`config.mk`:
```
export PLATFORM = sky130hd
export DESIGN_NAME = nabp_sinogram_top
export DESIGN_NICKNAME = d
export VERILOG_FILES = /design/src/hw/nabp_pkg.sv /design/src/hw/nabp_sinogram_top.sv /design/src/hw/projection_line_reader.sv /design/src/hw/ramp_filter.sv /design/src/hw/sinogram_addresser.sv /design/src/hw/sinogram_ram.sv
export SDC_FILE = /design/constraint.sdc
export NUM_CORES = 2
export LEC_CHECK = 0
export BUFFER_PORTS_ARGS = -buffer_cell sky130_fd_sc_hd__buf_2
export CORE_MARGIN = 4
export CORE_UTILIZATION = 47
export CTS_BUF_LIST = sky130_fd_sc_hd__clkbuf_4
export CTS_CLUSTER_SIZE = 20
export DETAILED_ROUTE_END_ITERATION = 7
export GPL_TIMING_DRIVEN = 0
export SLEW_MARGIN = 5
export SYNTH_ARGS = -nofsm -noshare
export SYNTH_HDL_FRONTEND = slang
export SYNTH_SLANG_ARGS = --single-unit
```
`constraint.sdc`:
```
create_clock -name clk -period 3 [get_ports clk]
set_input_delay 0.6 -clock clk [delete_from_list [all_inputs] [get_ports clk]]
set_output_delay 0.6 -clock clk [all_outputs]
set_load 0.1 [all_outputs]
```
`src/hw/nabp_pkg.sv`:
```
package nabp_pkg;

    // angle coding
    localparam int angle_length = 4;
    localparam logic [angle_length-1:0] angle_step = angle_length'(1);
    // 180 degrees, so angles run 0 to half_turn - angle_step
    localparam logic [angle_length-1:0] half_turn = angle_length'(8);

    // detector index along one projection line
    localparam int s_length = 4;
    localparam int projection_line_size = 16;

    // sinogram store geometry
    localparam int sinogram_address_length = 7;
    localparam int sinogram_words = 1 << sinogram_address_length;

    // sample widths, stored unsigned and filtered signed
    localparam int sample_width = 12;
    localparam int filt_width = sample_width + 1;

    // one stored sample tagged with its position in the sinogram
    typedef struct packed {
        logic [angle_length-1:0] angle;
        logic [s_length-1:0]     s;
        // final detector index of the line
        logic                    last;
        logic [sample_width-1:0] data;
    } line_sample_t;

    // filtered output sample
    typedef struct packed {
        logic [angle_length-1:0]      angle;
        logic [s_length-1:0]          s;
        logic signed [filt_width-1:0] value;
    } filt_sample_t;

endpackage

```
`src/hw/nabp_sinogram_top.sv`:
```
`timescale 1ns/1ps

module nabp_sinogram_top
    import nabp_pkg::*;
(
    input  logic                               clk,
    input  logic                               reset_n,
    // host load port
    input  logic                               wr_en,
    input  logic [sinogram_address_length-1:0] wr_addr,
    input  logic [sample_width-1:0]            wr_data,
    // host control
    input  logic                               hs_kick,
    output logic                               hs_done,
    output logic                               fr_busy,
    // filtered stream
    output filt_sample_t                       filt_sample,
    output logic                               filt_valid
);

    logic [s_length-1:0]                fr_s_val;
    logic                               fr_next_angle;
    logic [angle_length-1:0]            fr_angle;
    logic [sinogram_address_length-1:0] sg_addr;
    logic [sample_width-1:0]            rd_data;
    line_sample_t                       line_sample;
    logic                               line_valid;

    sinogram_addresser u_addresser (
        .clk               (clk),
        .reset_n           (reset_n),
        .hs_kick           (hs_kick),
        .fr_s_val          (fr_s_val),
        .fr_next_angle     (fr_next_angle),
        .hs_done           (hs_done),
        .fr_busy           (fr_busy),
        .fr_angle          (fr_angle),
        .fr_has_next_angle (),
        .fr_next_angle_ack (),
        .sg_addr           (sg_addr)
    );

    sinogram_ram u_ram (
        .clk     (clk),
        .wr_en   (wr_en),
        .wr_addr (wr_addr),
        .wr_data (wr_data),
        .rd_addr (sg_addr),
        .rd_data (rd_data)
    );

    projection_line_reader u_reader (
        .clk           (clk),
        .reset_n       (reset_n),
        .fr_busy       (fr_busy),
        .fr_angle      (fr_angle),
        .rd_data       (rd_data),
        .fr_s_val      (fr_s_val),
        .fr_next_angle (fr_next_angle),
        .line_sample   (line_sample),
        .line_valid    (line_valid)
    );

    ramp_filter u_filter (
        .clk         (clk),
        .reset_n     (reset_n),
        .line_sample (line_sample),
        .line_valid  (line_valid),
        .filt_sample (filt_sample),
        .filt_valid  (filt_valid)
    );

endmodule

```
`src/hw/projection_line_reader.sv`:
```
`timescale 1ns/1ps

module projection_line_reader
    import nabp_pkg::*;
(
    input  logic                    clk,
    input  logic                    reset_n,
    // from the addresser
    input  logic                    fr_busy,
    input  logic [angle_length-1:0] fr_angle,
    // from the sinogram RAM
    input  logic [sample_width-1:0] rd_data,
    // to the addresser
    output logic [s_length-1:0]     fr_s_val,
    output logic                    fr_next_angle,
    // to the filter
    output line_sample_t            line_sample,
    output logic                    line_valid
);

    localparam logic [s_length-1:0] s_last = s_length'(projection_line_size - 1);

    logic [s_length-1:0] s_cnt;
    logic                line_end;

    // tags of the address cycle, waiting for RAM data
    logic                    tag_valid;
    logic [angle_length-1:0] tag_angle;
    logic [s_length-1:0]     tag_s;
    logic                    tag_last;

    assign line_end = (s_cnt == s_last);

    assign fr_s_val = s_cnt;
    assign fr_next_angle = fr_busy && line_end;

    // detector index, wraps into the next line without a gap
    always_ff @(posedge clk)
    begin
        if (reset_n || !fr_busy)
        begin
            s_cnt <= '0;
        end
        else
        begin
            s_cnt <= s_cnt + s_length'(1);
        end
    end

    always_ff @(posedge clk)
    begin
        if (reset_n)
        begin
            tag_valid <= 1'b0;
        end
        else
        begin
            tag_valid <= fr_busy;
        end
    end

    // payload tags
    always_ff @(posedge clk)
    begin
        tag_angle <= fr_angle;
        tag_s     <= s_cnt;
        tag_last  <= line_end;
    end

    // join the tags with the sample read back this cycle
    always_comb
    begin
        line_sample.angle = tag_angle;
        line_sample.s     = tag_s;
        line_sample.last  = tag_last;
        line_sample.data  = rd_data;
    end

    assign line_valid = tag_valid;

endmodule

```
`src/hw/ramp_filter.sv`:
```
`timescale 1ns/1ps

module ramp_filter
    import nabp_pkg::*;
(
    input  logic         clk,
    input  logic         reset_n,
    // tagged samples from the line reader
    input  line_sample_t line_sample,
    input  logic         line_valid,
    // filtered output
    output filt_sample_t filt_sample,
    output logic         filt_valid
);

    logic [sample_width-1:0]      prev_data;
    logic                         prev_last;
    logic signed [filt_width-1:0] diff;

    // both operands zero extended, so the difference fits one extra bit
    assign diff = $signed({1'b0, line_sample.data}) - $signed({1'b0, prev_data});

    // previous sample, zero at the head of each line
    always_ff @(posedge clk)
    begin
        if (reset_n)
        begin
            prev_data <= '0;
            prev_last <= 1'b1;
        end
        else if (line_valid)
        begin
            prev_data <= line_sample.last ? '0 : line_sample.data;
            prev_last <= line_sample.last;
        end
    end

    always_ff @(posedge clk)
    begin
        if (reset_n)
        begin
            filt_valid <= 1'b0;
        end
        else
        begin
            filt_valid <= line_valid;
        end
    end

    // output register, holds the last valid sample between strobes
    always_ff @(posedge clk)
    begin
        if (line_valid)
        begin
            filt_sample.angle <= line_sample.angle;
            filt_sample.s     <= line_sample.s;
            filt_sample.value <= diff;
        end
    end

    // a line is never cut short by a new angle
    a_angle_steady_in_line: assert property (
        @(posedge clk) disable iff (reset_n)
        (line_valid && !prev_last) |-> (line_sample.angle == filt_sample.angle)
    );

endmodule

```
`src/hw/sinogram_addresser.sv`:
```
`timescale 1ns/1ps

module sinogram_addresser
    import nabp_pkg::*;
(
    input  logic                               clk,
    input  logic                               reset_n,
    // host control
    input  logic                               hs_kick,
    // from the line reader
    input  logic [s_length-1:0]                fr_s_val,
    input  logic                               fr_next_angle,
    // to the host
    output logic                               hs_done,
    output logic                               fr_busy,
    // to the line reader
    output logic [angle_length-1:0]            fr_angle,
    output logic                               fr_has_next_angle,
    output logic                               fr_next_angle_ack,
    // to the sinogram RAM
    output logic [sinogram_address_length-1:0] sg_addr
);

    typedef enum logic {
        st_idle,
        st_work
    } state_t;

    state_t state;
    state_t next_state;

    logic [sinogram_address_length-1:0] sg_base_addr;

    assign fr_busy = (state == st_work);

    // more lines to go while below the last angle of the half turn
    assign fr_has_next_angle = (fr_angle < (half_turn - angle_step));

    // mealy outputs, both decoded from the end-of-line strobe
    assign fr_next_angle_ack = fr_busy && fr_next_angle && fr_has_next_angle;
    assign hs_done = fr_busy && fr_next_angle && !fr_has_next_angle;

    // address of the current sample
    assign sg_addr = sg_base_addr + sinogram_address_length'(fr_s_val);

    always_ff @(posedge clk)
    begin
        if (reset_n)
        begin
            state <= st_idle;
        end
        else
        begin
            state <= next_state;
        end
    end

    always_comb
    begin
        next_state = state;
        case (state)
            st_idle:
            begin
                // a kick while working is dropped here
                if (hs_kick)
                begin
                    next_state = st_work;
                end
            end
            st_work:
            begin
                if (hs_done)
                begin
                    next_state = st_idle;
                end
            end
            default:
            begin
                next_state = st_idle;
            end
        endcase
    end

    // angle and line base, held at zero between runs
    always_ff @(posedge clk)
    begin
        if (reset_n || state == st_idle)
        begin
            fr_angle     <= '0;
            sg_base_addr <= '0;
        end
        else if (fr_next_angle_ack)
        begin
            fr_angle     <= fr_angle + angle_step;
            sg_base_addr <= sg_base_addr + sinogram_address_length'(projection_line_size);
        end
    end

    // the reader only ends lines during a run
    a_next_angle_in_run: assert property (
        @(posedge clk) disable iff (reset_n)
        fr_next_angle |-> fr_busy
    );

endmodule

```
`src/hw/sinogram_ram.sv`:
```
`timescale 1ns/1ps

module sinogram_ram
    import nabp_pkg::*;
(
    input  logic                               clk,
    // host write port
    input  logic                               wr_en,
    input  logic [sinogram_address_length-1:0] wr_addr,
    input  logic [sample_width-1:0]            wr_data,
    // read port, data one cycle after the address
    input  logic [sinogram_address_length-1:0] rd_addr,
    output logic [sample_width-1:0]            rd_data
);

    logic [sample_width-1:0] mem [sinogram_words];

    always_ff @(posedge clk)
    begin
        if (wr_en)
        begin
            mem[wr_addr] <= wr_data;
        end
    end

    // registered read
    always_ff @(posedge clk)
    begin
        rd_data <= mem[rd_addr];
    end

    // once the addresser has come out of reset the read address stays known
    a_rd_addr_known: assert property (
        @(posedge clk)
        !$isunknown($past(rd_addr)) |-> !$isunknown(rd_addr)
    );

endmodule

```
==> impl_metrics.toml <==
[status]
outcome = "complete, but fails checks"
violations = "max-capacitance violations, max-slew violations, negative setup slack"

[die]
pin_count = 47
rows = 132
coreArea_mm2 = 0.130
dieArea_mm2 = 0.138
die_w_um = 371
start_util_pct = 47.6
die_height_um = 371

[sta]
rsz0062_at_grt = "true"
setup_viol = 185
clock_skew_ns = 0.0988
setup_ws_ns = -0.221
slew_headroom_pct = -10.3
hold_violations = 0
fmax_mhz = 310
tightest_slew_ns = 1.65
finalMaxSlewViolations = 45
fin_crit_sh_pct = 107
period_needed_ns = 3.22

[worst_setup_path]
cp_common_cell = "clkbuf_1"
required_ns = 3.88
reg2reg_from = "u_reader.fr_s_val[1]$_SDFF_PP0_"
worst-r2r-cell-count = 8
r2r_setup_slack_ns = 0.01
r2r_end = "u_ram.rd_data[3]$_DFF_P_"
crit_path_max_incr_delay_ns = 1.07
critPathLaunchType = "primary input"
critPathBufInv = 3
cp_slowest_cell = "nor2_1"
cp-end-kind = "flip-flop"
crit_family = "simple AND/OR/NAND/NOR gates"
crit_type = "in2reg"
critPathMaxFanout = 12
cp_data_arrival_time_ns = 4.10
cp_cell_sequence = "dlygate4sd3_1 > clkbuf_1 > nor2b_1 > nand3_1 > clkbuf_1 > nor2_1"

[route]
drt_iter0_markers = 3594
drc_errors = 0
viasPerCell = 5.89
drt-total-wl_um = 162000
vias = 32695
wl_per_cell_um = 29.1
first_pass_iters = 5
ant_nets = 0

[synthesis]
netlist_area_mm2 = 0.0620
synth.net_count = 3032
async_flop_share_pct = 0
synth.area.top_cells = "edfxtp_1, mux4_2, mux2i_1, dfxtp_1, nor2_1"
synth_cell_types = 50
ys_seq_area_share_pct = 77.0
ys_ff_latch = 1604
synth.largest_area_cell = "edfxtp_1"
yosys.area.top_type_share_pct = 75.5
synth_warnings = 0
synth_edf_count = 1557
postSynthCellCount = 2993
synth_top_flop_cell = "edfxtp_1"
postSynthAreaPerCell_um2 = 20.7

[grt]
grt_max_degree = 105
grt_pass1_wl_um = 231000
grt_pass1_vias = 33602
overflow = 0
antenna_found_initial = 11
grtUsageTotal_pct = 23.7

[clock_network]
cts_tree = "yes"
clk_pin_slew_ns = 0.07
clock-root-buffer = "clkbuf_4"
cts_buffers = 409
numClockSinks = 1604
htree_levels = 5
clk_latency_ns = 1.33
cts_buffer_depth = 4

[final_layout]
layout.nets = 3558
drive_above_1_share_pct = 35.1
final_util_pct = 55.1
area_growth_pct = 15.7
stdcell_area_mm2 = 0.0717

[worst_hold_path]
hp-start = "hs_kick"
hold_class = "in2reg"
whs_path_depth = 4
hold_path_end = "u_addresser.fr_busy$_SDFF_PP0_"

[placement]
placed_cell_area_mm2 = 0.0649
post-place-ws_ns = -0.984
gp_congestion = 0.949
hpwlAfterDp_um = 104000
io_buffers = 42

[power_and_ir_drop]
ir_drop_uv = 373
p_leak_nw = 22.3
powerDensity_mw_per_mm2 = 617

[job]
maxCapViolations = 4
## synth_stat cells (2+ instances only)
| cell type | n |
|---|---|
| edfxtp_1 | 1557 |
| mux4_2 | 309 |
| mux2i_1 | 242 |
| nor2_1 | 199 |
| o22ai_1 | 73 |
| clkbuf_1 | 72 |
| a21oi_1 | 71 |
| a22oi_1 | 48 |
| dfxtp_1 | 47 |
| a211oi_1 | 36 |
| nor3_1 | 36 |
| buf_2 | 35 |
| buf_6 | 29 |
| nand2_1 | 25 |
| inv_1 | 21 |
| buf_4 | 20 |
| nand3_1 | 17 |
| ha_1 | 15 |
| nor2b_1 | 15 |
| nor4_1 | 12 |
| o221ai_1 | 12 |
| o41ai_1 | 12 |
| a2bb2oi_1 | 10 |
| buf_1 | 10 |
| nand2b_1 | 8 |
| o31ai_1 | 8 |
| xnor2_1 | 7 |
| o31ai_2 | 6 |
| xor2_1 | 6 |
| and2_1 | 3 |
| buf_8 | 3 |
| mux4_1 | 3 |
| nand4_1 | 3 |
| o21ai_0 | 3 |
| a21o_1 | 2 |
| and3_1 | 2 |
| nand3b_1 | 2 |
| or3_1 | 2 |
## placed cells by master (no fill, tap or decap), types with 47 or more instances in the layout
cell	count
clkinv_1	88
clkbuf_1	51
o22ai_1	72
buf_4	47
nor2_2	62
mux4_2	309
clkbuf_4	597
mux2i_1	229
nor2_1	136
buf_2	56
edfxtp_1	1557
## worst min-delay path: cells and delay by family
kind | cells | cell delay (ns)
and+or+nand+nor | 2 | 0.13
buffers and inverters | 2 | 0.65
## what timing repair did
action | in CTS | in global routing
hold buffers | 27 | 0
cloned | 0 | 1
setup buffers | 3 | 17
setup endpoints to repair | 13 | 378
resized for setup | 176 | 128
hold endpoints to repair | 985 | 0
pin swaps | 26 | 34
## flip-flops by register name (all words and copies together) (netlist names), 4 cells and up
register / count
u_ram.rd_data: 12
u_filter.filt_sample: 21
u_addresser.fr_angle: 4
u_reader.tag_s: 4
u_filter.prev_data: 12
u_reader.tag_angle: 4
u_reader.fr_s_val: 4
u_ram.mem: 1536
## cell families (layout without fill, tap and decap cells)
group / after synthesis / count (layout) / share of synthesized area, %
multiplexers: 554 / 554 / 15.3
buffers and inverters: 191 / 1000 / 1.76
flip-flops: 1604 / 1604 / 77.0
adder cells (fa/ha/maj): 16 / 16 / 0.335
AND/OR/NAND/NOR: 327 / 327 / 2.30
AO/OA/AOI/OAI: 288 / 288 / 3.17
XOR/XNOR: 13 / 13 / 0.184
other: 0 / 9 / 0
## stage by stage
stage	total power (W)	TNS, ns	cells	hold WS [ns]
global route	0.0461	-1.61	5549	0.0682
floorplan	0.0262	0	2993	0.347
detailed placement	0.0270	-665.14	4801	0.365
CTS	0.0446	-0.859	5525	0.0175
finish	0.0443	-13.83	5553	0.175
global placement	0.0269	-859.04	4777	0.357
## per-layer routing
metal	share of wire (%)	vias up	global-route usage (%)
li1	-	13768	-
met1	40	16994	32.4
met2	47	1657	36.8
met3	9.2	276	6.38
met4	3.2	0	8.78
met5	0	-	0
## worst max path at each step
stage	start	slack, ns	to	depth (start not counted)
5_1_grt	u_reader.fr_s_val[0]$_SDFF_PP0_	-0.22	hs_done	5
3_5_place_dp	u_reader.fr_s_val[1]$_SDFF_PP0_	-0.98	u_ram.rd_data[2]$_DFF_P_	8
6_report	wr_addr[0]	-0.22	u_ram.mem[27][5]$_DFFE_PP_	6
4_1_cts	u_reader.fr_s_val[0]$_SDFF_PP0_	-0.20	hs_done	5
2_1_floorplan	u_addresser.fr_busy$_SDFF_PP0_	0.01	hs_done	2
3_3_place_gp	wr_en	-1.05	u_ram.mem[109][6]$_DFFE_PP_	5
## final cells by class
class / instances / area [um2]
inverters: 21 / 78.8
plain buffers: 170 / 1310
fillers: 10088 / 58500
clock buffers: 594 / 4460
well taps: 1742 / 2180
clock inverters: 100 / 437
flip-flops and latches: 1604 / 47700
repair buffers: 115 / 1170
multi-input cells: 1198 / 14300
diodes: 9 / 22.5
## power breakdown
part           switching, W  internal [W]
clock               0.00844       0.00917
sequential        0.0000408        0.0247
combinational       0.00126      0.000685
Power figures use the tool's default switching activity.
